**src/rtl/panel_defs.svh**
```systemverilog
`ifndef PANEL_DEFS_SVH
`define PANEL_DEFS_SVH

// columns in one panel row
`define PANEL_COLS 16

// row address within one half of the panel
`define ROW_BITS 5

`define COLOR_BITS 4 // bits per colour channel, one bit plane per bit
`define PLANE_SEL_BITS $clog2(`COLOR_BITS)

// one extra bit selects the upper or the lower half
`define VRAM_ADDR_BITS (`ROW_BITS + 1)
`define VRAM_DEPTH (1 << `VRAM_ADDR_BITS)

`endif

```
**src/rtl/panel_pkg.sv**
```systemverilog
`include "panel_defs.svh"

package panel_pkg;

  typedef struct packed {
    logic [`COLOR_BITS-1:0] red;
    logic [`COLOR_BITS-1:0] green;
    logic [`COLOR_BITS-1:0] blue;
  } pixel_t;

  typedef pixel_t [`PANEL_COLS-1:0] row_t; // one VRAM word, pixel k is column k

  // one bit plane of a row, bit k of each mask is column k
  typedef struct packed {
    logic [`PANEL_COLS-1:0] r;
    logic [`PANEL_COLS-1:0] g;
    logic [`PANEL_COLS-1:0] b;
  } plane_t;

  typedef struct packed {
    logic r;
    logic g;
    logic b;
  } rgb_t;

  typedef struct packed {
    logic [`VRAM_ADDR_BITS-1:0] addr;
    row_t                       data;
  } host_wr_t;

  typedef enum logic [3:0] {
    START,
    SHIFT_P,
    S_LOAD0,
    S_LOAD1,
    DONE,
    S_CACHE_ROW0,
    S_LOAD_ROW0,
    S_CACHE_ROW1,
    S_LOAD_ROW1
  } rmm_state_e;

endpackage

```
**src/rtl/plane_shifter.sv**
```systemverilog
module plane_shifter (
  input  logic                  clk,
  input  logic                  rst,
  input  panel_pkg::plane_t     plane,
  input  logic                  plane_load0,
  input  logic                  plane_load1,
  input  logic                  plane_shift,
  output panel_pkg::rgb_t [1:0] rgb01
);
  import panel_pkg::*;

  plane_t [1:0] shreg; // index 1 is the upper half, index 0 the lower half
  logic   [1:0] load;

  assign load = {plane_load0, plane_load1};

  always_ff @(posedge clk) begin
    for (int h = 0; h < 2; h++) begin
      if (rst) begin
        shreg[h] <= '0;
      end else if (load[h]) begin
        shreg[h] <= plane;
      end else if (plane_shift) begin
        // next column moves down into bit 0
        shreg[h].r <= shreg[h].r >> 1;
        shreg[h].g <= shreg[h].g >> 1;
        shreg[h].b <= shreg[h].b >> 1;
      end
    end
  end

  always_comb begin
    for (int h = 0; h < 2; h++) begin
      rgb01[h].r = shreg[h].r[0];
      rgb01[h].g = shreg[h].g[0];
      rgb01[h].b = shreg[h].b[0];
    end
  end

endmodule

```
**config.mk**
```make
export PLATFORM = sky130hd
export DESIGN_NAME = plane_shifter
export DESIGN_NICKNAME = d
export VERILOG_FILES = /design/src/rtl/panel_pkg.sv /design/src/rtl/plane_shifter.sv
export VERILOG_INCLUDE_DIRS = /design/src /design/src/rtl
export SDC_FILE = /design/constraint.sdc
export NUM_CORES = 1
export LEC_CHECK = 0
export BUFFER_PORTS_ARGS = -buffer_cell sky130_fd_sc_hd__buf_2
export CORE_MARGIN = 1.5
export CORE_UTILIZATION = 25
export CTS_BUF_LIST = sky130_fd_sc_hd__clkbuf_16
export DETAILED_ROUTE_END_ITERATION = 10
export SETUP_SLACK_MARGIN = 0.3
export SYNTH_ARGS = -nofsm -noshare
export SYNTH_HDL_FRONTEND = slang
export SYNTH_SLANG_ARGS = --single-unit
```
**constraint.sdc**
```tcl
create_clock -name clk -period 1.5 [get_ports clk]
set_clock_uncertainty 0.05 [all_clocks]
set_input_delay 0.3 -clock clk [delete_from_list [all_inputs] [get_ports clk]]
set_output_delay 0.3 -clock clk [all_outputs]
set_load 0.02 [all_outputs]
```
# Word level (Yosys, flattened, before mapping)
# Index checks and enable logic that the tools add are counted.
# totals
reg_bits	96
inputBits	53
out_inout_bits	6
word_cells	12
# op_classes
muxes	4
reduce_logical	2
# op_table
operator	count
2-to-1 mux 48 bit	4
nonzero test 2 bit	2

# Logic depth before layout (Yosys ltp)
# logic_depth
word_depth	2
mapped_depth	5

# Least setup slack after synthesis
# Ideal clock, no wire load.
# synth_timing
kind	input-to-reg
start	input port rst
end	register shreg (netlist bit rgb01[1])
arrival_ns	0.996
required_ns	1.312
slack_ns	0.316
path_stages	4
cell_sequence	clkbuf_1 -> buf_2 -> clkbuf_1 -> a211oi_1
# synth_rtl
item	line	rtl
from (decl)	plane_shifter.sv:3	input logic rst,
to (signal, indexed assignment)	plane_shifter.sv:22	shreg[h] <= plane;
to (decl)	plane_shifter.sv:12	plane_t [1:0] shreg;
# No word-level cell between the ends.

# Final worst setup path
# layout_timing
start	register shreg (netlist bit rgb01[1])
end	output port rgb01[1] (netlist name)
# layout_rtl
item	line	rtl
to (decl)	plane_shifter.sv:8	output panel_pkg::rgb_t [1:0] rgb01
# No word-level cell between the ends.

==> out/qor.csv <==
metric,value,unit
status,completed,
number of detailed-route iterations in the first pass,4,
number of buffers created by CTS,9,
number of placed I/O pins,59,
reg-to-reg startpoint,shreg[47],
nature of the critical path startpoint,flop,
final standard cell area without fillers,0.005453,mm2
VDD IR-drop max,0.6460,mV
count of state elements after synthesis,96,
Post-CTS Setup Bufs,0,
wire length of the first global-routing pass,17.80,mm
starting density of the core,25.61,%
area enclosed by the die boundary,0.01859,mm2
total number of placement rows,48,
sequence of cells on the critical path,buf_4,
via density per instance,4.696,
aggregate global routing overflow,0,
Buffers & Inverters on Critical Path,1,
Routability Congestion,0.7532,
MaxCap Viol Count,0,
transition time at the pin with the least slew margin,434.6,ps
async set-or-reset flop fraction in the synthesized netlist,0,%
via count of the first global-routing pass,3498,
part of the total power dissipated in the clock network,40.4,%
total cell area at the placement stage,0.005104,mm2
Std-Cell Core Area,0.01736,mm2
worst setup path startpoint,rgb01[1],
first-iteration detailed-routing DRC count,114,
post-synth top area share,43.23,%
Vias,3311,
mean area per synthesized cell,10.29,um2
Achievable Freq,856.9,MHz
"EDFF count, synth",0,
"Worst Path Class, Setup",reg2out,
clk sink count,96,
highest fanout seen on the critical path,2,
WP data arrival,820,ps
part of the power in combinational logic,13.3,%
maximum number of pins on one net before global-route repair,52,
Gate Count Post-Synth,432,
top cells by instance count after synthesis,"sky130_fd_sc_hd__dfxtp_1 (96), sky130_fd_sc_hd__a211oi_1 (90), sky130_fd_sc_hd__mux2i_1 (90), sky130_fd_sc_hd__nor2b_1 (90), sky130_fd_sc_hd__clkbuf_1 (27)",
cell type contributing the most total cell area after synthesis,sky130_fd_sc_hd__dfxtp_1,
ratio of final minimum period to clock period,77.80,%
CTS clock-pin slew for the worst setup and hold paths,70,ps
time the worst path needs with I/O delays and setup,1167,ps
number of antenna violations at the first check in global routing,1,
Flop pwr share,46.3,%
synthesized netlist net count,485,
total of buffers placed on input and output ports,58,
cell family contributing the most delay on the critical path,flip-flops,
cell internal pwr,4616,uW
Post-CTS Hold Buffers,0,
register-to-register path setup slack,540,ps
total number of nets in the final design,527,
Global Route Usage Sum,12.15,%
TritonCTS clock tree,yes,
reported net switching power,1517,uW
Die Ht,136.4,um
distinct cell type count after synthesis,14,
final setup fails,0,
Sw Ratio,24.74,%
residual DRC count,0,
Leak Pwr,0.002200,uW
maximum number of buffers from clock root to sink,2,
clock latency on the worst-skew pair,340,ps
antenna-violating nets left,0,
area of the mapped netlist,0.004446,mm2
worst path required time,1150,ps
RSZ-0062 raised after global routing,no,
proportion of synthesized chip area in sequential cells,43.23,%
top area cells in the synthesized netlist,"sky130_fd_sc_hd__dfxtp_1 (43%), sky130_fd_sc_hd__mux2i_1 (20%), sky130_fd_sc_hd__a211oi_1 (15%)",
half-perimeter wire length of the detailed placement result,7.181,mm
DIE WIDTH,136.4,um
number of pins with negative max-slew slack in the final report,0,
hold violation count in the final report,0,
"count leader, synth",sky130_fd_sc_hd__dfxtp_1,
cell with the largest stage delay on the worst path,sky130_fd_sc_hd__dfxtp_2,
type of the worst min-delay path,in2reg,
crit path capture type,output port,
layout overhead on the synthesized area,22.66,%
Yosys warning count,0,
H-tree lvl count,3,
share of final-layout standard cells stronger than drive strength 1,21.09,%
commonest register cell after synthesis,sky130_fd_sc_hd__dfxtp_1,
post-detailed-routing wire length,10.64,mm
setup TNS,0,ps
power per cell area,1125,mW/mm2
Max-slew headroom,71.03,%
Slowest Stage Delay on Critical Path,330,ps
min-delay src,plane[15],
clock root buffer,sky130_fd_sc_hd__clkbuf_16,
WL/cell,15.09,um
[kinds of logic after synthesis]
kind of cell,Yosys count,synth area share (%)
buf+inv,48,6.276
flops,96,43.23
simple gates,102,14.35
compound gates,96,15.87
mux,90,20.26
[worst paths after layout]
kind	to	cells past startpoint
worst max-delay path	rgb01[1]	1
worst min-delay path	shreg[15]	3
worst min register to register	shreg[83]	2
worst max register to register	shreg[47]	2
[cell usage in the layout (no fill, tap or decap)]
cell type	n
sky130_fd_sc_hd__mux2i_1	90
sky130_fd_sc_hd__nor2b_1	90
sky130_fd_sc_hd__a211oi_1	90
sky130_fd_sc_hd__dfxtp_1	90
sky130_fd_sc_hd__buf_2	51
sky130_fd_sc_hd__buf_12	17
sky130_fd_sc_hd__clkbuf_16	9
sky130_fd_sc_hd__buf_4	8
sky130_fd_sc_hd__nand2_1	6
sky130_fd_sc_hd__or3b_1	6
sky130_fd_sc_hd__a21oi_1	6
sky130_fd_sc_hd__dfxtp_2	6
sky130_fd_sc_hd__inv_2	2
sky130_fd_sc_hd__clkinv_2	2
sky130_fd_sc_hd__bufinv_16	2
sky130_fd_sc_hd__diode_2	1
sky130_fd_sc_hd__inv_6	1
sky130_fd_sc_hd__clkinvlp_4	1
sky130_fd_sc_hd__clkinv_4	1
sky130_fd_sc_hd__buf_6	1
[power by group through the flow]
stage               sequential [uW]  clock, uW  combinational (uW)
floorplan                      2860          0                 551
global placement               2890          0                 793
detailed placement             2890          0                 809
CTS                            2840       2540                 823
global route                   2860       2650                 899
finish                         2840       2480                 817
[area by class of cell]
class	instances	area (um2)
antenna	1	2.502
clock buffer	9	225.2
clock inverter	7	95.09
fill	1730	11900
inverter	2	7.507
multi-input combinational	288	2245
sequential	96	1929
tap	225	281.5
timing repair buffer	77	666.9
[per-stage QoR]
stage	std cells	worst slack (ps)	utilization (%)	hold slack, ps	total power, uW
finish	705	333.0	31.42	151.8	6134
global route	705	303.2	31.42	153.4	6409
CTS	704	307.7	31.36	140.7	6204
detailed placement	688	134.7	29.40	491.9	3701
global placement	688	182.2	29.40	487.4	3680
floorplan	432	316.4	-	386.0	3409
[registers in the layout, indices dropped and copies added (netlist names)]
signal and flops:
shreg 90, rgb01 6
[per-layer routing]
| layer | GRT usage (%) | share of wire [%] |
|---|---|---|
| met5 | 0 | 0 |
| met4 | 4.492 | 1.4 |
| met3 | 3.057 | 3.8 |
| met2 | 18.74 | 44 |
| met1 | 16.29 | 50 |
[repair_timing]
action / 4_1_cts / 5_1_grt
endpoints found under the setup margin: 6 / 3
resized for setup: 9 / 4
endpoints found under the hold margin: 0 / 0
Power figures use the tool's default switching activity.
