## src/rtl/panel_defs.svh

```systemverilog
`ifndef PANEL_DEFS_SVH
`define PANEL_DEFS_SVH

// columns in one panel row
`define PANEL_COLS 16

// row address within one half of the panel
`define ROW_BITS 5

`define COLOR_BITS 4 // bits per colour channel, one bit plane per bit
`define PLANE_SEL_BITS $clog2(`COLOR_BITS)

// one extra bit selects the upper or the lower half
`define VRAM_ADDR_BITS (`ROW_BITS + 1)
`define VRAM_DEPTH (1 << `VRAM_ADDR_BITS)

`endif

```

## src/rtl/panel_pkg.sv

```systemverilog
`include "panel_defs.svh"

package panel_pkg;

  typedef struct packed {
    logic [`COLOR_BITS-1:0] red;
    logic [`COLOR_BITS-1:0] green;
    logic [`COLOR_BITS-1:0] blue;
  } pixel_t;

  typedef pixel_t [`PANEL_COLS-1:0] row_t; // one VRAM word, pixel k is column k

  // one bit plane of a row, bit k of each mask is column k
  typedef struct packed {
    logic [`PANEL_COLS-1:0] r;
    logic [`PANEL_COLS-1:0] g;
    logic [`PANEL_COLS-1:0] b;
  } plane_t;

  typedef struct packed {
    logic r;
    logic g;
    logic b;
  } rgb_t;

  typedef struct packed {
    logic [`VRAM_ADDR_BITS-1:0] addr;
    row_t                       data;
  } host_wr_t;

  typedef enum logic [3:0] {
    START,
    SHIFT_P,
    S_LOAD0,
    S_LOAD1,
    DONE,
    S_CACHE_ROW0,
    S_LOAD_ROW0,
    S_CACHE_ROW1,
    S_LOAD_ROW1
  } rmm_state_e;

endpackage

```

## src/rtl/vram_arbiter.sv

```systemverilog
`include "panel_defs.svh"

module vram_arbiter (
  input  logic                       clk,
  input  logic                       rst,
  input  panel_pkg::host_wr_t        host_wr,
  input  logic                       host_wr_en,
  output logic                       host_busy,
  input  logic                       rd,
  input  logic [`VRAM_ADDR_BITS-1:0] rd_addr,
  input  logic                       vram_available,
  output logic                       we,
  output logic [`VRAM_ADDR_BITS-1:0] waddr,
  output panel_pkg::row_t            wdata,
  output logic                       re,
  output logic [`VRAM_ADDR_BITS-1:0] raddr
);
  import panel_pkg::*;

  host_wr_t pending;
  host_wr_t wr_sel;
  logic     pending_valid;
  logic     reader_idle;

  // the reader owns the memory for the whole caching sequence
  assign reader_idle = vram_available && !rd;

  // a held write goes first, otherwise a fresh strobe writes straight through
  assign wr_sel = pending_valid ? pending : host_wr;
  assign we     = reader_idle && (pending_valid || host_wr_en);
  assign waddr  = wr_sel.addr;
  assign wdata  = wr_sel.data;

  assign re    = rd; // reads are never delayed
  assign raddr = rd_addr;

  assign host_busy = pending_valid;

  always_ff @(posedge clk) begin
    if (rst) begin
      pending_valid <= 1'b0;
    end else if (pending_valid && reader_idle) begin
      pending_valid <= 1'b0;
    end else if (host_wr_en && !reader_idle) begin
      pending_valid <= 1'b1;
    end
  end

  always_ff @(posedge clk) begin
    if (host_wr_en && !pending_valid) begin
      pending <= host_wr;
    end
  end

  // only one write can be held, so the host has to wait while busy
  a_no_strobe_when_busy: assert property (
    @(posedge clk) disable iff (rst) host_busy |-> !host_wr_en)
    else $error("vram_arbiter: host write strobed while host_busy");

endmodule

```

## config.mk

```make
export PLATFORM = sky130hd
export DESIGN_NAME = vram_arbiter
export DESIGN_NICKNAME = d
export VERILOG_FILES = /design/src/rtl/panel_pkg.sv /design/src/rtl/vram_arbiter.sv
export VERILOG_INCLUDE_DIRS = /design/src /design/src/rtl
export SDC_FILE = /design/constraint.sdc
export NUM_CORES = 1
export LEC_CHECK = 0
export BUFFER_PORTS_ARGS = -buffer_cell sky130_fd_sc_hd__buf_2
export CAP_MARGIN = 10
export CELL_PAD_IN_SITES_DETAIL_PLACEMENT = 1
export CELL_PAD_IN_SITES_GLOBAL_PLACEMENT = 1
export CORE_UTILIZATION = 25
export DETAILED_ROUTE_END_ITERATION = 7
export HOLD_SLACK_MARGIN = 0.06
export PLACE_DENSITY = 0.6
export SLEW_MARGIN = 20
export SYNTH_ARGS = -nofsm -noshare
export SYNTH_HDL_FRONTEND = slang
export SYNTH_SLANG_ARGS = --single-unit
```

## constraint.sdc

```tcl
create_clock -name clk -period 13.4 [get_ports clk]
set_clock_uncertainty 0.1 [all_clocks]
set_input_delay 2.01 -clock clk [delete_from_list [all_inputs] [get_ports clk]]
set_output_delay 2.01 -clock clk [all_outputs]
set_load 0.1 [all_outputs]
```

# Yosys cells after proc, flatten, opt, wreduce, memory -nomap -nowiden
# Index checks and enable logic that the tools add are counted.
dict set report totals {
  ff_bits 199
  wordCells 61
}
dict set report classes {
  muxes 1
  n_reduce_logical 10
}
# op count
set op_table {}
lappend op_table {{198-bit two-way mux} 1}
lappend op_table {{1-bit logical AND} 5}
lappend op_table {{1-bit zero test} 3}
lappend op_table {{2-bit OR reduction} 1}
lappend op_table {{1-bit logical OR} 1}

# Longest topological paths before layout
# Gate-level depths: netlist (run 1).
dict set report depth {
  depth_word 4
  depth_mapped 4
  ltp_nobuf 2
}

# Least setup slack after synthesis (run 1)
# No wires, ideal clock.
dict set report synth_path {
  kind {input port to flip-flop}
  from {input port host_wr_en}
  to {register pending[0] in the netlist's numbering, enable pin}
  path_stages 1
  arrival_time_ns 10.548
  path_buffers 0
  setup_slack_ns 1.969
  required_time_ns 12.517
  path_cell_list {nor2b_1}
}
dict set report synth_via {
  elab_chain_cells 1
}
# element line_no
set synth_rtl {}
lappend synth_rtl {{start: declaration} vram_arbiter.sv:7} ;# input logic host_wr_en,
lappend synth_rtl {{1-bit logical AND} vram_arbiter.sv:50} ;# if (host_wr_en && !pending_valid) begin
lappend synth_rtl {{end signal: assignment} vram_arbiter.sv:51} ;# pending <= host_wr;
lappend synth_rtl {{end: declaration} vram_arbiter.sv:20} ;# host_wr_t pending;
# Every way passes these cells.
# A chain may end at the register's enable or synchronous reset.

# Final worst setup path (run 1)
dict set report layout_path {
  from {register pending_valid, in the netlist host_busy}
  to {output port waddr[2]}
}
dict set report layout_via {
  elab_chain_cells 1
}
# element line_no
set layout_rtl {}
lappend layout_rtl {{start: declaration} vram_arbiter.sv:22} ;# logic pending_valid;
lappend layout_rtl {{start signal: assignment} vram_arbiter.sv:41} ;# pending_valid <= 1'b0;
lappend layout_rtl {{start signal: assignment} vram_arbiter.sv:43} ;# pending_valid <= 1'b0;
lappend layout_rtl {{start signal: assignment} vram_arbiter.sv:45} ;# pending_valid <= 1'b1;
lappend layout_rtl {{198-bit two-way mux} vram_arbiter.sv:29} ;# assign wr_sel = pending_valid ? pending : host_wr;
lappend layout_rtl {{end: declaration} vram_arbiter.sv:13} ;# output logic [`VRAM_ADDR_BITS-1:0] waddr,
# Every way passes these cells.

==> results of run 1 <==
-- state kept, by name, summed over array words and instances (netlist names) --
register   cells
pending      198
host_busy      1
-- report_power, final --
part / leakage [nW] / internal (W) / switching, W
Clock: 0.289 / 0.000313 / 0.000234
Combinational: 2.36 / 0.000105 / 0.000472
Sequential: 1.91 / 0.000730 / 0.0000129
-- metrics by stage --
stage	power, W	util	instance area (um^2)	worst slack (ns)	hold WS, ns
after global routing	0.00193	0.341	11500	8.01	0.994
after detailed placement	0.00134	0.323	10800	8.47	0.961
after floorplan	0.00126	-	8570	1.97	1.25
after global placement	0.00133	0.323	10800	8.46	0.966
final	0.00187	0.341	11500	8.21	0.962
after CTS	0.00190	0.341	11500	8.12	0.974
-- area by class of cell --
cell class	instances	share of cell area
Timing Repair Buffer	408	0.179
Clock inverter	11	0.0149
Multi-Input combinational cell	203	0.198
Clock buffer	20	0.0381
Tap cell	448	0.0489
Antenna cell	1	0.000218
Sequential cell	199	0.521
-- cell families after synthesis --
| logic type | Yosys count |
|---|---|
| flops | 199 |
| mux | 198 |
| buf+inv | 29 |
| simple gates | 5 |
-- critical path, stage by stage, from the launching register on --
cell,delay [ns]
dfxtp_4,0.89
buf_4,0.85
mux2_2,0.36
buf_2,0.43
-- cells in the final DEF, fill, tap and decap left out, drive strengths merged --
| cell type | instances |
|---|---|
| diode | 1 |
| clkbuf | 20 |
| inv | 3 |
| clkinvlp | 2 |
| nor3 | 1 |
| clkinv | 2 |
| edfxtp | 198 |
| mux2 | 198 |
| buf | 408 |
| dfxtp | 1 |
| nor2 | 1 |
| bufinv | 4 |
| nor2b | 3 |
-- layer usage --
layer | GRT usage | part of all wire
met1 | 0.137 | 0.37
met2 | 0.228 | 0.52
met3 | 0.0593 | 0.095
met4 | 0.0359 | 0.0093
met5 | 0 | 0.00048
-- path summary, 6_finish.rpt --
kind / slack, ns / start / to / cells past startpoint
hold / removal: 0.96 / host_busy$_SDFFE_PP0P_ / host_busy$_SDFFE_PP0P_ / 2
setup / recovery: 8.21 / host_busy$_SDFFE_PP0P_ / waddr[2] / 3
hold reg to reg: 0.96 / host_busy$_SDFFE_PP0P_ / host_busy$_SDFFE_PP0P_ / 2
setup reg to reg: 10.52 / host_busy$_SDFFE_PP0P_ / pending[45]$_DFFE_PP_ / 3
==> out/results.ini, run 1 <==
[cts]
clk_latency_ns=0.44
cts.repair.resized=0
cts-buffers-inserted=17
cts_tree=built
htree_levels=4
cts_buffer_depth=2
cts-hold-fix-buffers=0
cts_root_buf=clkbuf_16
clk_pin_slew_ns=0.07
cts.sink_count=199
cts_setup_buffers=0

[sta]
fin_crit_sh=0.387
max_freq_ghz=0.193
setup_viol=0
slew_headroom=0.321
rsz0062_at_grt=no
hold_viol_final=0
tightest_slew_ns=1.02
post-route-min-period_ns=5.19
drv_slew=0
final.setup.tns_ns=0

[floorplan]
ios=416
die_height_um=187
die_w_um=187
die-area_mm2=0.0350
fp.coreArea_mm2=0.0336
rows=67
initial_core_util=0.255

[synth]
synth_xor_area_frac=0
synth_compound_area_frac=0
synthAdderAreaFrac=0
async_flop_share=0
ys_dominant_reg_cell=edfxtp_1
synth_area_mm2=0.00857
synth-seq-cells=199
synthTopCellsByArea=edfxtp_1 69%, mux2_2 26%, clkbuf_8 3.2%
synthSimpleGateAreaFrac=0.00321
yosys.area.top_type=edfxtp_1
syn-num-nets=640
yosys-top-cells-count=198 x edfxtp_1, 198 x mux2_2, 20 x clkbuf_8
synth.area.mux_share=0.260
synth_edf_count=198
yosysWarningCount=0
yosysTopAreaCellShare=0.694
synth_top_family_by_area=multiplexers
synthCells=431
synthDistinctLibCells=9
syn_avg_cell_area_um2=19.9
yosysSeqAreaShare=0.696

[worst_setup_path]
worstPathArrival_ns=3.08
crit_type=reg -> out
end_kind=output port
cp_max_fo=75
worstPathRequired_ns=11.29
startpoint_type=flip-flop

[hold_path]
hp-class=reg -> reg

[placed_design]
io_buffer_count=403
dp.cells=1258
dpl.hpwl_um=16700
globalplace.congestion=0.761

[grt]
grt_pass1_wl_um=34300
grt_usage=0.129
antenna_found_initial=2
grt_max_degree=76
grt_pass1_vias=5707
grt_overflow=0

[layout]
final_cell_count_no_fill=1290
area_growth_syn_to_layout_pct=33.7
drive_gt1_frac=0.755
final_nets=1038
multi_input_area_mm2=0.00226
seqCellArea_mm2=0.00597
n_fill_cell=3638

[power]
vdd_ir_drop_max_mv=0.0861
power.leakage_nw=4.56
p_per_area_mw_per_mm2=163

[drt]
drtIter0Drc=183
ant_nets=0
vias=5425
drt_pass1_iterations=4
routedWlPerCell_um=17.7
drcViolationCount=0
routed_via_density=4.21
wl_um=22900

[flow_run]
maxCapViolCount=0

[run_status]
status=completed

No activity file was read; power rests on OpenSTA's default activity.
==> run 2: changes to the inputs <==
- clock period: 13.4 -> 5.4 ns (I/O delays scaled with it)
==> run 2 against run 1 <==
Against the previous run: register-to-register slack got worse by 7.5 ns; sequential power rose by 150%; wire length fell by 4.3%; final area rose by 0.39%; combinational power rose by 150%; first-iteration DRC count rose by 8.2%; clock-buffer cell count fell by 3; critical path type unchanged; critical endpoint is now wdata[100]; highest routed layer is now met4.
==> out/results.ini, run 2 (synthesis results as in run 1) <==
[sta]
drv_slew=0
final.setup.tns_ns=0
setup_viol=0
max_freq_ghz=0.283
tightest_slew_ns=1.05
post-route-min-period_ns=3.53
slew_headroom=0.297
hold_viol_final=0
rsz0062_at_grt=no
fin_crit_sh=0.654

[power]
combPwrFrac=0.312
vdd_ir_drop_max_mv=0.210
power.leakage_nw=4.58
p_per_area_mw_per_mm2=398
switching_share=0.395
p_switching_w=0.00181
p_clk_frac=0.285
p_seq_frac=0.403
p_int_w=0.00277

[placed_design]
globalplace.congestion=0.726
dp.cells=1259
io_buffer_count=403
dpl.hpwl_um=15800

[cts]
cts-hold-fix-buffers=0
cts.sink_count=199
cts_root_buf=clkbuf_16
cts_setup_buffers=0
htree_levels=4
cts.repair.resized=0
cts-buffers-inserted=17
cts_tree=built
clk_pin_slew_ns=0.07
clk_latency_ns=0.44
cts_buffer_depth=2

[drt]
met3_wirelength_um=1800
drcViolationCount=0
wl_um=21900
routedWlPerCell_um=16.9
vias=5406
ant_nets=0
met1Wirelength_um=8690
drt_pass1_iterations=4
drtIter0Drc=198
routed_via_density=4.18
route.met2.wl_um=11100
top_layer_used=met4

[layout]
regMostFlops=pending
area_growth_syn_to_layout_pct=34.2
n_fill_cell=3597
final_nets=1039
final_cell_count_no_fill=1293
final_cell_mix=403 x buf_2, 198 x mux2_2, 198 x edfxtp_1, 17 x clkbuf_16
final_common_cell=buf_2
largest_register_ffs=198
drive_gt1_frac=0.758

[floorplan]
initial_core_util=0.255
die_w_um=187
die_height_um=187
ios=416
fp.coreArea_mm2=0.0336
die-area_mm2=0.0350
rows=67

[worst_setup_path]
path_cells=buf_12 -> mux2_2 -> buf_2
startpoint_type=flip-flop
crit_type=reg -> out
slowest_stage=dfxtp_4
cp_top_family=flip-flops
crit_start=host_busy$_SDFFE_PP0P_
worstPathRequired_ns=4.49
end_kind=output port
max_stage_delay_ns=1.05
path_buf_inv=2
cp_max_fo=72
worstPathArrival_ns=2.62
r2r_start=host_busy$_SDFFE_PP0P_

[grt]
grt_usage=0.125
grt_overflow=0
grt_pass1_vias=5691
antenna_found_initial=2
grt_max_degree=97
grt_pass1_wl_um=33600

[hold_path]
hp-start=rst
hp-class=in -> reg

[flow_run]
maxCapViolCount=0

[run_status]
status=completed

run 2: power by group through the flow:
stage | clock [W] | sequential (W) | combinational, W
finish | 0.00131 | 0.00184 | 0.00143
global route | 0.00141 | 0.00186 | 0.00147
global placement | 0 | 0.00188 | 0.00143
floorplan | 0 | 0.00187 | 0.00123
detailed placement | 0 | 0.00188 | 0.00144
CTS | 0.00137 | 0.00185 | 0.00144
run 2: metrics by stage:
stage,total power [W],utilization,cell area [um^2],hold slack [ns],setup slack [ns]
CTS,0.00466,0.342,11500,0.390,1.79
floorplan,0.00310,-,8580,0.789,0.816
global route,0.00474,0.342,11500,0.391,1.69
detailed placement,0.00332,0.324,10900,0.876,2.29
global placement,0.00331,0.324,10900,0.878,2.29
finish,0.00458,0.342,11500,0.425,1.87
run 2: area by class of cell:
cell class	count	area, um^2	share of cell area
flip-flops and latches	199	5970	0.519
clock inverters	15	166	0.0145
clock buffers	17	425	0.0370
repair buffers	409	2110	0.184
multi-input cells	203	2260	0.197
well taps	448	561	0.0487
diodes	2	5.00	0.000435
run 2: path summary, 6_finish.rpt:
check	cells past startpoint	slack, ns	to
min reg2reg	2	0.93	host_busy$_SDFFE_PP0P_
max reg2reg	3	3.04	pending[90]$_DFFE_PP_
min	2	0.42	host_busy$_SDFFE_PP0P_
max	3	1.87	wdata[100]
run 2: metal layers:
metal | vias up | global-route usage
met2 | 229 | 0.209
met4 | 0 | 0.0426
li1 | 2508 | -
met5 | - | 0
met3 | 12 | 0.0480
met1 | 2657 | 0.147
