--- src/rtl/panel_defs.svh ---
`ifndef PANEL_DEFS_SVH
`define PANEL_DEFS_SVH

// columns in one panel row
`define PANEL_COLS 16

// row address within one half of the panel
`define ROW_BITS 5

`define COLOR_BITS 4 // bits per colour channel, one bit plane per bit
`define PLANE_SEL_BITS $clog2(`COLOR_BITS)

// one extra bit selects the upper or the lower half
`define VRAM_ADDR_BITS (`ROW_BITS + 1)
`define VRAM_DEPTH (1 << `VRAM_ADDR_BITS)

`endif

--- src/rtl/panel_pkg.sv ---
`include "panel_defs.svh"

package panel_pkg;

  typedef struct packed {
    logic [`COLOR_BITS-1:0] red;
    logic [`COLOR_BITS-1:0] green;
    logic [`COLOR_BITS-1:0] blue;
  } pixel_t;

  typedef pixel_t [`PANEL_COLS-1:0] row_t; // one VRAM word, pixel k is column k

  // one bit plane of a row, bit k of each mask is column k
  typedef struct packed {
    logic [`PANEL_COLS-1:0] r;
    logic [`PANEL_COLS-1:0] g;
    logic [`PANEL_COLS-1:0] b;
  } plane_t;

  typedef struct packed {
    logic r;
    logic g;
    logic b;
  } rgb_t;

  typedef struct packed {
    logic [`VRAM_ADDR_BITS-1:0] addr;
    row_t                       data;
  } host_wr_t;

  typedef enum logic [3:0] {
    START,
    SHIFT_P,
    S_LOAD0,
    S_LOAD1,
    DONE,
    S_CACHE_ROW0,
    S_LOAD_ROW0,
    S_CACHE_ROW1,
    S_LOAD_ROW1
  } rmm_state_e;

endpackage

--- src/rtl/read_memory_management.sv ---
`include "panel_defs.svh"

module read_memory_management (
  input  logic                       clk,
  input  logic                       rst,
  input  logic                       cache,
  input  logic [`ROW_BITS-1:0]       row,
  input  logic [`PLANE_SEL_BITS-1:0] plane_select,
  input  logic                       shift_plane,
  input  panel_pkg::rgb_t [1:0]      rgb01,
  input  panel_pkg::row_t            row0,
  input  panel_pkg::row_t            row1,
  input  logic                       done_read,
  output logic                       plane_ready,
  output logic                       plane_load0,
  output logic                       plane_load1,
  output logic                       plane_shift,
  output logic                       row_load0,
  output logic                       row_load1,
  output panel_pkg::rgb_t            rgb0,
  output panel_pkg::rgb_t            rgb1,
  output panel_pkg::plane_t          plane,
  output logic [`VRAM_ADDR_BITS-1:0] rd_addr,
  output logic                       rd,
  output logic                       vram_available
);
  import panel_pkg::*;

  rmm_state_e           state;
  logic                 side; // 0 selects the upper row, 1 the lower row
  logic                 cached;
  logic [`ROW_BITS-1:0] cached_row;
  logic                 hit;
  row_t                 sel_row;

  assign hit     = cached && (row == cached_row);
  assign rd_addr = {side, cached_row};

  assign rgb0 = rgb01[1];
  assign rgb1 = rgb01[0];

  assign sel_row = side ? row1 : row0;

  // pick bit plane_select out of every colour of every pixel
  always_comb begin
    for (int k = 0; k < `PANEL_COLS; k++) begin
      plane.r[k] = sel_row[k].red[plane_select];
      plane.g[k] = sel_row[k].green[plane_select];
      plane.b[k] = sel_row[k].blue[plane_select];
    end
  end

  always_ff @(posedge clk) begin
    if (rst) begin
      state          <= START;
      side           <= 1'b0;
      cached         <= 1'b0;
      vram_available <= 1'b1;
      rd             <= 1'b0;
      plane_shift    <= 1'b0;
      plane_load0    <= 1'b0;
      plane_load1    <= 1'b0;
      plane_ready    <= 1'b0;
      row_load0      <= 1'b0;
      row_load1      <= 1'b0;
    end else begin
      // every strobe lasts one cycle unless a state raises it again
      rd          <= 1'b0;
      plane_shift <= 1'b0;
      plane_load0 <= 1'b0;
      plane_load1 <= 1'b0;
      plane_ready <= 1'b0;
      row_load0   <= 1'b0;
      row_load1   <= 1'b0;
      case (state)
        START: begin
          side <= 1'b0;
          if (shift_plane && cached) begin
            plane_shift <= 1'b1;
            state       <= SHIFT_P;
          end else if (cache && hit) begin
            plane_load0 <= 1'b1; // rows already held, go straight to the planes
            state       <= S_LOAD0;
          end else if (cache) begin
            rd             <= 1'b1;
            cached         <= 1'b0;
            cached_row     <= row;
            vram_available <= 1'b0;
            state          <= S_CACHE_ROW0;
          end
        end
        SHIFT_P: begin
          if (shift_plane) begin
            plane_shift <= 1'b1;
          end else begin
            state <= START;
          end
        end
        S_LOAD0: begin
          plane_load1 <= 1'b1;
          side        <= 1'b1;
          state       <= S_LOAD1;
        end
        S_LOAD1: begin
          plane_ready <= 1'b1; // both shifters hold the plane by now
          side        <= 1'b0;
          state       <= DONE;
        end
        DONE: state <= START;
        S_CACHE_ROW0: begin
          if (done_read) begin
            row_load0 <= 1'b1;
            state     <= S_LOAD_ROW0;
          end
        end
        S_LOAD_ROW0: begin
          // second read fetches the matching lower half row
          rd    <= 1'b1;
          side  <= 1'b1;
          state <= S_CACHE_ROW1;
        end
        S_CACHE_ROW1: begin
          if (done_read) begin
            row_load1 <= 1'b1;
            state     <= S_LOAD_ROW1;
          end
        end
        S_LOAD_ROW1: begin
          plane_load0    <= 1'b1;
          side           <= 1'b0;
          cached         <= 1'b1;
          vram_available <= 1'b1; // host writes may proceed again
          state          <= S_LOAD0;
        end
        default: state <= START;
      endcase
    end
  end

  // read data only comes back while a row is being fetched into the cache
  a_done_read_expected: assert property (
    @(posedge clk) disable iff (rst)
    done_read |-> (state == S_CACHE_ROW0 || state == S_CACHE_ROW1))
    else $error("read_memory_management: done_read outside a row fetch");

endmodule

--- config.mk ---
export PLATFORM = sky130hd
export DESIGN_NAME = read_memory_management
export DESIGN_NICKNAME = d
export VERILOG_FILES = /design/src/rtl/panel_pkg.sv /design/src/rtl/read_memory_management.sv
export VERILOG_INCLUDE_DIRS = /design/src /design/src/rtl
export SDC_FILE = /design/constraint.sdc
export NUM_CORES = 1
export LEC_CHECK = 0
export ABC_CLOCK_PERIOD_IN_PS = 1900
export BUFFER_PORTS_ARGS = -buffer_cell sky130_fd_sc_hd__buf_4
export CORE_AREA = 2 2 183 185
export CTS_CLUSTER_DIAMETER = 40
export DETAILED_ROUTE_END_ITERATION = 8
export DIE_AREA = 0 0 185 187
export PLACE_DENSITY = 0.41
export SLEW_MARGIN = 20
export SYNTH_ARGS = -nofsm -noshare
export SYNTH_HDL_FRONTEND = slang
export SYNTH_SLANG_ARGS = --single-unit
--- constraint.sdc ---
create_clock -name clk -period 1.9 [get_ports clk]
set_input_delay 0.19 -clock clk [delete_from_list [all_inputs] [get_ports clk]]
set_output_delay 0.19 -clock clk [all_outputs]
set_load 0.02 [all_outputs]
# == Word level (Yosys, flattened, before mapping) ==
# Index checks and enable logic that the tools add are counted.
# W data, S select, Z words.
# totals
register_bits,19
wordCells,168
output_inout_bits,68
# op_classes
eq_ne,15
magnitude_cmp,1
reduce_logical,13
bitwise,5
mux,122
# ops
operator,count
$mux W192,1
$bmux W1 S2,48
$mux W1,61
$pmux W4 S8,1
$mux W4,6
$eq A4 B3 Y1 const B,3
$ne A2 B2 Y1 const B,6
$pmux W1 S2,5
$eq A4 B2 Y1 const B,2
$reduce_and A4 Y1,2
$reduce_or A2 Y1,3
$eq A5 B5 Y1,1
$not A1 Y1,5
$reduce_and A5 Y1,1
$eq A4 B1 Y1 const B,1
$eq A4 B4 Y1 const B,1
$logic_not A4 Y1,1
$ne A4 B4 Y1 const B,1
$reduce_bool A2 Y1,2
$logic_and A1 B1 Y1,3
$lt A2 B3 Y1 const B,1
$reduce_or A3 Y1,1

# == Longest topological paths before layout ==
# Gate-level depths: netlist (run 1).
# depth
word_depth,6
mapped_depth,6

# == Worst setup path after synthesis (run 1) ==
# Ideal clock, no wire load.
# synth_timing
path_type,flip-flop to output port
startpoint,register side
endpoint,output port plane[0] (netlist name)
arrival_ns,1.572
path_slack_ns,0.138
n_path_buf,2
t_required_ns,1.710
stages_incl_launch_ff,5
path_cell_list,dfxtp_1 buf_6 buf_2 mux4_2 mux2_2
# synth_rtl
element,line_no,text
from (decl),read_memory_management.sv:30,logic side;
from (signal assigned),read_memory_management.sv:56,side <= 1'b0;
from (signal assigned),read_memory_management.sv:77,side <= 1'b0;
from (signal assigned),read_memory_management.sv:101,side <= 1'b1;
to (decl),read_memory_management.sv:22,"output panel_pkg::plane_t plane,"

==> results.sh, run 1 <==
export IMPL_status="finished with violations"
export IMPL_violations="negative setup slack"
export IMPL_synth_warnings=0
export IMPL_tns_ns=-8.35
export IMPL_period_minus_slack_ns=2.14
export IMPL_htree_levels=1
export IMPL_met3_length_um=2550
export IMPL_ys_async_sr_fraction_pct=0
export IMPL_wl_met2_um=13100
export IMPL_wl_met1_um=10400
export IMPL_critPathLaunchType="register"
export IMPL_ys_top_cells_by_area="mux4_2 57%, mux2_2 15%, dfxtp_1 7.4%, edfxtp_1 4.0%, buf_2 2.1%"
export IMPL_path_clk_slew_ns=0.06
export IMPL_cts_tree="built"
export IMPL_ys_ff_latch=19
export IMPL_maxCapViolations=0
export IMPL_top_layer_used="met5"
export IMPL_grt_pass1_wl_um=36100
export IMPL_crit_path_max_fanout=8
export IMPL_fin_worst_skew_ns=0.00252
export IMPL_vias=4654
export IMPL_routed_wl_um=26300
export IMPL_wl_per_cell_um=22.4
export IMPL_synth_ff_type="dfxtp_1"
export IMPL_tightest_slew_ns=0.363
export IMPL_die_w_um=185
export IMPL_final_cell_mix="429 x buf_4, 96 x mux4_2, 39 x buf_6"
export IMPL_leakage_nw=3.69
export IMPL_fp_dieArea_um2=34600
export IMPL_p_per_area_nw_per_um2=378
export IMPL_cts_buffers=3
export IMPL_post_synth_top_area_fraction_pct=57.1
export IMPL_hold_viol_final=0
export IMPL_clockBufferDepth=2
export IMPL_drv_slew=0
export IMPL_drc=0
export IMPL_grtUsageTotal_pct=14.3
export IMPL_floorplan_rows=67
export IMPL_ant_nets=0
export IMPL_fmax_ghz=0.468
export IMPL_vdd_drop_max_mv=0.345
export IMPL_vias_per_cell=3.96
export IMPL_crit_type="register to primary output"
export IMPL_total_power_mw=3.20
export IMPL_num_nets_final=1127
export IMPL_root_buffer="clkbuf_16"
export IMPL_drt_iter0_markers=288
export IMPL_grt_max_degree=45
export IMPL_layout_commonest_cell="buf_4"
export IMPL_dpl_cell_count=1154
export IMPL_ys_seq_area_share_pct=11.4
export IMPL_cp_end_kind="primary output"
export IMPL_synthToLayoutAreaGrowth_pct=124
export IMPL_cts_num_sinks=19
export IMPL_fp_dieH_um=187
export IMPL_required_ns=1.71
export IMPL_antenna_found_initial=6
export IMPL_synth_largest_area_cell="mux4_2"
export IMPL_period_share_pct=112
export IMPL_hold_class="input port to register"
export IMPL_io_pins=470
export IMPL_grt_pass1_vias=5064
export IMPL_setup_slack_ns=-0.236
export IMPL_netlist_area_um2=3780
export IMPL_overflow=0
export IMPL_gp_congestion=0.844
export IMPL_synth_nets=670
export IMPL_dr_pass1_iters=4
export IMPL_postSynthCellCount=268
export IMPL_core_area_um2=32900
export IMPL_rsz0062_at_grt="true"
export IMPL_synth_edf_count=5
export IMPL_portBuffers=457
export IMPL_netlist_cell_type_count=43
export IMPL_clock_latency_ns=0.25
export IMPL_final_cell_count_no_fill=1176
export IMPL_relSlewSlack_pct=75.6
export IMPL_postSynthAreaPerCell_um2=14.1
export IMPL_place_hpwl_um=22600
export IMPL_drive_above_1_share_pct=89.1
export IMPL_setup_viol=48
export IMPL_start_util_pct=11.5
export IMPL_fin_util_pct=25.7
export IMPL_worstPathArrival_ns=1.95
## logic make-up (layout without fill, tap and decap cells)
| family | after synthesis | count (layout) | synth area share [%] |
|---|---|---|---|
| buffers and inverters | 40 | 496 | 6.32 |
| DFF | 19 | 19 | 11.4 |
| muxes | 145 | 145 | 71.7 |
| xor gates and xnor gates | 5 | 5 | 1.16 |
| and+or+nand+nor | 39 | 39 | 5.46 |
| other | 0 | 4 | 0 |
| AOI/OAI and AO/OA | 20 | 20 | 3.97 |
## power by group
group | total (mW) | internal (mW) | switching, mW
logic | 2.23 | 1.38 | 0.848
clock network | 0.466 | 0.285 | 0.180
registers | 0.506 | 0.462 | 0.0439
## flip-flops by register name, indices dropped and copies added, names as in the netlist
register and cells:
cached 1, vram_available 1, plane_load0 1, plane_ready 1
state 4, rd 1, plane_shift 1, side 1
row_load1 1, cached_row 5, plane_load1 1, row_load0 1
## synth_stat cells (all sizes together), types with 2 or more instances
cell     n
mux4    96
nand3    5
mux2    49
nor2b    4
buf     28
nand2    6
edfxtp   5
nand2b   5
a21oi    5
nor2    10
and2     2
clkbuf  11
xnor2    5
dfxtp   14
o21ai    2
## worst max-delay path: stages, from the launching register on
cell and delay (ns):
dfxtp_4 0.39, buf_12 0.16, buf_16 0.15, mux4_2 0.56, mux2_4 0.29, buf_6 0.13
## repair_timing
action,in CTS,in global routing
endpoints found under the setup margin,48,48
resized for setup,86,3
cloned,7,1
hold buffers,0,0
setup buffers,9,0
## per-layer routing
layer,track usage [%],vias to the layer above
met4,2.59,4
met3,4.05,16
met5,0,-
met2,24.6,234
met1,17.8,2313
li1,-,2087
## layout make-up
class	instances	area, um^2
timing repair buffer	491	4140
tap	448	561
clock inverter	1	7.51
fill	3550	24400
multi-input combinational	209	3230
clock buffer	3	75.1
sequential	19	434
antenna	4	10.0
inverter	1	3.75
## path summary, 6_finish.rpt
kind                                      from              to  slack (ns)  cells after the start
worst min register to register  vram_available  vram_available        0.51                      1
worst max register to register   cached_row[1]   cached_row[3]        0.21                      5
worst min-delay path                    row[3]   cached_row[3]        0.12                      1
worst max-delay path                      side       plane[20]       -0.24                      5
## through the flow
stage	area [um^2]	setup slack, ns	hold WS (ns)
4_1_cts	8490	-0.289	0.120
5_1_grt	8460	-0.270	0.118
3_5_place_dp	7810	-0.0174	0.380
3_3_place_gp	7810	-0.0255	0.380
2_1_floorplan	3780	0.138	0.289
6_report	8460	-0.236	0.124
(Power assumes the default switching activity.)
==> run 2, diff against run 1 <==
ABC_AREA = 1   (was unset)
CORE_AREA = 2 2 184 186   (was 2 2 183 185)
DIE_AREA = 0 0 186 188   (was 0 0 185 187)
PLACE_DENSITY = 0.42   (was 0.41)
==> run 2 against run 1 <==
Net effect:
- the flow still finishes with violations (negative setup slack)
- first-iteration DRC count up 16%
- via count up 62%
- count of clock-buffer cells in the layout up 1
- die area up 1.1%
- wire length up 19%
- maximum frequency up 7.2%
- total power up 6.3%
==> results.sh, run 2 <==
export IMPL_status="finished with violations"
export IMPL_violations="negative setup slack"
export IMPL_timing_rr_end="cached_row[4]"
export IMPL_cts_num_sinks=19
export IMPL_reg2reg_depth=8
export IMPL_fin_worst_skew_ns=0.00183
export IMPL_vdd_drop_max_mv=0.294
export IMPL_required_ns=1.71
export IMPL_ys_ff_latch=19
export IMPL_r2r_start="state[3]"
export IMPL_largest_reg_flops=5
export IMPL_pwr_share_seq_pct=14.8
export IMPL_path_clk_slew_ns=0.06
export IMPL_crit_path_end="plane[33]"
export IMPL_period_minus_slack_ns=1.99
export IMPL_synth_nets=1220
export IMPL_period_share_pct=105
export IMPL_crit_path_max_fanout=7
export IMPL_antenna_cells=0
export IMPL_synth_ff_type="dfxtp_1"
export IMPL_floorplan_rows=67
export IMPL_gp_congestion=0.836
export IMPL_io_pins=470
export IMPL_synthMostInstantiatedCell="nor2_1"
export IMPL_fp_dieH_um=188
export IMPL_start_util_pct=12.6
export IMPL_relSlewSlack_pct=73.5
export IMPL_hold_class="input port to register"
export IMPL_wl_per_cell_um=18.1
export IMPL_nFillCells=3695
export IMPL_postSynthCellCount=818
export IMPL_htree_levels=1
export IMPL_setup_viol=23
export IMPL_grt_pass1_vias=7240
export IMPL_dr_pass1_iters=4
export IMPL_hold_viol_final=0
export IMPL_drive_above_1_share_pct=49.9
export IMPL_largestRegisters="cached_row: 5 flops, state: 4 flops"
export IMPL_startpoint="side"
export IMPL_cts_buffers=3
export IMPL_synth_common_cells="349 x nor2_1, 148 x o21ai_0, 48 x a31oi_1, 48 x o22ai_1, 45 x o21ai_1"
export IMPL_top_register="cached_row"
export IMPL_num_nets_final=1679
export IMPL_synth_edf_count=5
export IMPL_grt_pass1_wl_um=42300
export IMPL_final_cell_mix="470 x buf_4, 308 x nor2_1, 80 x o21ai_0"
export IMPL_ys_seq_area_share_pct=10.3
export IMPL_ys_async_sr_fraction_pct=0
export IMPL_netlist_area_um2=4160
export IMPL_postSynthAreaPerCell_um2=5.08
export IMPL_crit_type="register to primary output"
export IMPL_maxCapViolations=0
export IMPL_synth_largest_area_cell="nor2_1"
export IMPL_cts_tree="built"
export IMPL_p_switching_mw=1.39
export IMPL_fp_dieArea_um2=35000
export IMPL_drv_slew=0
export IMPL_switching_share_pct=40.8
export IMPL_cts_hold_buf=0
export IMPL_root_buffer="clkbuf_16"
export IMPL_post_synth_top_area_fraction_pct=31.5
export IMPL_ys_top_cells_by_area="nor2_1 31%, o21ai_0 18%, a31oi_1 7.2%, o22ai_1 7.2%, dfxtp_1 6.7%"
export IMPL_tightest_slew_ns=0.397
export IMPL_drt_iter0_markers=333
export IMPL_drc=0
export IMPL_layout_commonest_cell="buf_4"
export IMPL_synthToLayoutAreaGrowth_pct=130
export IMPL_vias=7553
export IMPL_grt_max_degree=67
export IMPL_hold_path_startpoint="row[3]"
export IMPL_routed_wl_um=31300
export IMPL_p_comb_share_pct=72.2
export IMPL_r2r_setup_slack_ns=0.27
export IMPL_rsz0062_at_grt="true"
export IMPL_fmax_ghz=0.502
export IMPL_clock_latency_ns=0.25
export IMPL_clock_power_share_pct=13.0
export IMPL_clockBufferDepth=2
export IMPL_p_int_mw=2.01
export IMPL_cp_end_kind="primary output"
export IMPL_die_w_um=186
export IMPL_synth_warnings=0
export IMPL_antenna_found_initial=0
export IMPL_worstPathArrival_ns=1.80
export IMPL_critPathLaunchType="register"
export IMPL_overflow=0
export IMPL_leakage_nw=4.44
export IMPL_place_hpwl_um=21300
export IMPL_netlist_cell_type_count=27
export IMPL_setup_slack_ns=-0.0932
export IMPL_p_per_area_nw_per_um2=355
export IMPL_whs_ns=0.125
export IMPL_portBuffers=457
export IMPL_total_power_mw=3.40
export IMPL_ant_nets=0
export IMPL_core_area_um2=33100
export IMPL_vias_per_cell=4.38
export IMPL_grtUsageTotal_pct=15.6
[run 2: changes by cell type after synthesis, moves of 47 or more]
| cell | change |
|---|---|
| nor2_1 | +340 |
| o21ai_0 | +146 |
| mux4_2 | -96 |
| mux2_2 | -49 |
| a31oi_1 | +48 |
| o22ai_1 | +47 |
[run 2: cells by family after synthesis]
logic type | after synthesis | share of synthesized area [%]
and+or+nand+nor | 397 | 36.4
xor gates and xnor gates | 1 | 0.211
DFF | 19 | 10.3
buffers and inverters | 102 | 13.9
AOI/OAI and AO/OA | 299 | 39.1
[run 2: power by group through the flow]
stage | logic (mW) | clock network, mW | registers (mW)
detailed placement | 2.12 | 0 | 0.512
CTS | 2.28 | 0.453 | 0.504
floorplan | 0.988 | 0 | 0.546
finish | 2.45 | 0.441 | 0.503
global route | 2.67 | 0.462 | 0.512
global placement | 2.13 | 0 | 0.511
[run 2: repair_timing]
item,4_1_cts,5_1_grt
pin swaps,14,85
cloned,13,14
endpoints found under the setup margin,40,48
buffers inserted,14,11
resized for setup,58,178
[run 2: cell type report]
cell class / count / area (um^2) / area share [%]
multi-input combinational: 697 / 3550 / 37.0
timing repair buffer: 534 / 4840 / 50.5
timing repair inverter: 1 / 11.3 / 0.118
sequential: 19 / 434 / 4.53
tap: 448 / 561 / 5.85
clock buffer: 4 / 78.8 / 0.823
inverter: 21 / 106 / 1.11
[run 2: per-stage QoR]
stage	setup WS, ns	setup TNS (ns)	instances	util, %	instance area [um^2]
finish	-0.0932	-0.730	1724	28.9	9580
global route	-0.157	-3.82	1724	28.9	9580
CTS	-0.0837	-0.957	1702	26.4	8760
detailed placement	0.113	0	1671	24.2	8020
global placement	0.128	0	1671	24.2	8020
floorplan	0.319	0	818	-	4160
[run 2: worst min-delay path by stage]
stage,to,depth (start not counted),slack [ns]
3_3_place_gp,rgb0[1],0,0.38
5_1_grt,cached_row[3],1,0.12
2_1_floorplan,row_load0,1,0.27
6_report,cached_row[3],1,0.12
4_1_cts,cached_row[3],1,0.12
3_5_place_dp,rgb0[1],0,0.38
[run 2: routing by layer]
layer	track usage, %	wire length (um)
met1	19.1	13200
met2	28.1	15200
met3	3.11	2330
met4	3.00	538
met5	0	0
[run 2: critical path: stages, from the launching register on]
cell	delay (ns)
dfxtp_4	0.38
buf_12	0.16
clkinv_16	0.09
buf_16	0.15
buf_8	0.13
o21ai_0	0.20
o22ai_1	0.11
nor2_1	0.09
a31oi_1	0.05
buf_4	0.18
==> run 3, diff against run 2 <==
--- a/constraint.sdc
+++ b/constraint.sdc
@@ -3,2 +3,2 @@
 set_output_delay 0.19 -clock clk [all_outputs]
-set_load 0.02 [all_outputs]
+set_load 0.05 [all_outputs]
==> run 3 against run 2 <==
Net effect:
- the flow still finishes with violations (negative setup slack)
- register-to-register slack improved by 0.02 ns
- clock skew rose by 0.0045 ns
- design area fell by 1.4%
- critical endpoint is now plane[16]
==> results.sh, run 3 (synthesized netlist as in run 2, its figures left out) <==
export IMPL_stdcell_area_um2=9450
export IMPL_clock_power_share_pct=11.8
export IMPL_crit_type="register to primary output"
export IMPL_worstPathCellList="buf_12, buf_16, buf_16, o21ai_1, o22ai_1, nor2_2, a31oi_2, buf_6"
export IMPL_r2r_start="state[2]"
export IMPL_fin_worst_skew_ns=0.00633
export IMPL_die_w_um=186
export IMPL_grt_pass1_wl_um=42100
export IMPL_worstPathArrival_ns=1.80
export IMPL_tns_ns=-0.950
export IMPL_routed_wl_um=31400
export IMPL_violations="negative setup slack"
export IMPL_largestRegisters="cached_row: 5 flops, state: 4 flops"
export IMPL_fp_dieArea_um2=35000
export IMPL_start_util_pct=12.6
export IMPL_fp_dieH_um=188
export IMPL_hold_viol_final=0
export IMPL_tightest_slew_ns=0.364
export IMPL_cp_end_kind="primary output"
export IMPL_p_comb_share_pct=74.9
export IMPL_status="finished with violations"
export IMPL_overflow=0
export IMPL_core_area_um2=33100
export IMPL_cts_tree="built"
export IMPL_startpoint="side"
export IMPL_p_int_mw=2.05
export IMPL_cp_common_cell="buf_16"
export IMPL_setup_viol=29
export IMPL_critPathLaunchType="register"
export IMPL_nFillCells=3728
export IMPL_gp_congestion=0.888
export IMPL_crit_path_end="plane[16]"
export IMPL_reg2reg_depth=8
export IMPL_maxCapViolations=0
export IMPL_place_hpwl_um=23300
export IMPL_cts_buffers=3
export IMPL_dr_pass1_iters=5
export IMPL_grt_pass1_vias=7172
export IMPL_grt_max_degree=54
export IMPL_period_minus_slack_ns=1.99
export IMPL_cpMaxStageDelayCell="dfxtp_4"
export IMPL_setup_slack_ns=-0.0932
export IMPL_cts_num_sinks=19
export IMPL_switching_share_pct=45.8
export IMPL_p_per_area_nw_per_um2=401
export IMPL_path_clk_slew_ns=0.06
export IMPL_r2r_setup_slack_ns=0.29
export IMPL_fmax_ghz=0.502
export IMPL_relSlewSlack_pct=75.6
export IMPL_crit_family="buffers and inverters"
export IMPL_vias=7320
export IMPL_drive_above_1_share_pct=48.5
export IMPL_dp_slack_ns=-0.199
export IMPL_clock_latency_ns=0.25
export IMPL_synthToLayoutAreaGrowth_pct=127
export IMPL_portBuffers=457
export IMPL_required_ns=1.71
export IMPL_antenna_cells=0
export IMPL_top_register="cached_row"
export IMPL_grtUsageTotal_pct=15.6
export IMPL_vias_per_cell=4.29
export IMPL_pwr_share_seq_pct=13.3
export IMPL_largest_reg_flops=5
export IMPL_drt_iter0_markers=326
export IMPL_ant_nets=0
export IMPL_clockBufferDepth=2
export IMPL_drv_slew=0
export IMPL_rsz0062_at_grt="true"
export IMPL_htree_levels=1
export IMPL_cp_depth=8
export IMPL_period_share_pct=105
export IMPL_whs_ns=0.126
export IMPL_final_cell_mix="425 x buf_4, 334 x nor2_1, 93 x o21ai_1"
export IMPL_dpl_cell_area_um2=8390
export IMPL_io_pins=470
export IMPL_vdd_drop_max_mv=0.267
export IMPL_layout_commonest_cell="buf_4"
export IMPL_wl_per_cell_um=18.4
export IMPL_root_buffer="clkbuf_16"
export IMPL_max_stage_delay_ns=0.38
export IMPL_floorplan_rows=67
export IMPL_drc=0
export IMPL_hold_class="input port to register"
export IMPL_timing_rr_end="cached_row[1]"
export IMPL_crit_path_max_fanout=9
export IMPL_path_buf_inv=4
export IMPL_p_switching_mw=1.74
export IMPL_fin_util_pct=28.5
export IMPL_antenna_found_initial=0
export IMPL_num_nets_final=1661
export IMPL_leakage_nw=4.31
-- run 3: worst min path at each step --
stage | startpoint | to | depth (start not counted)
finish | row[3] | cached_row[3] | 1
global route | row[3] | cached_row[3] | 1
CTS | row[3] | cached_row[3] | 1
detailed placement | rgb01[0] | rgb1[0] | 0
global placement | rgb01[0] | rgb1[0] | 0
floorplan | rst | row_load0 | 1
-- run 3: layer usage --
| metal | routed length [um] | share of wire [%] | up-vias | global-route usage (%) |
|---|---|---|---|---|
| met5 | 0 | 0 | - | 0 |
| met4 | 312 | 0.99 | 0 | 1.79 |
| met3 | 2050 | 6.5 | 18 | 2.72 |
| met2 | 15500 | 49 | 284 | 27.8 |
| met1 | 13500 | 43 | 3346 | 20.1 |
| li1 | - | - | 3672 | - |
-- run 3: layout make-up --
class | count | area [um^2] | share of cell area [%]
Sequential cell | 19 | 434 | 4.59
Clock buffer | 4 | 78.8 | 0.834
Inverter | 21 | 109 | 1.15
Multi-Input combinational cell | 697 | 3610 | 38.2
Tap cell | 448 | 561 | 5.93
Timing Repair Buffer | 517 | 4660 | 49.3
-- run 3: stage by stage --
stage,cells,total power [mW]
3_5_place_dp,1674,3.09
2_1_floorplan,818,1.97
4_1_cts,1692,3.73
5_1_grt,1706,4.05
6_report,1706,3.79
3_3_place_gp,1674,3.09
-- run 3: timing repair --
action	CTS	global route
hold buffers	0	0
pin swaps	6	30
setup endpoints to repair	45	48
setup buffers	10	4
cloned	4	12
resized for setup	109	79
-- run 3: power by group through the flow --
stage               Sequential (mW)  Clock, mW  Combinational, mW
finish                        0.503      0.447               2.84
detailed placement            0.511          0               2.58
global route                  0.510      0.473               3.06
global placement              0.511          0               2.58
CTS                           0.506      0.458               2.76
floorplan                     0.616          0               1.35
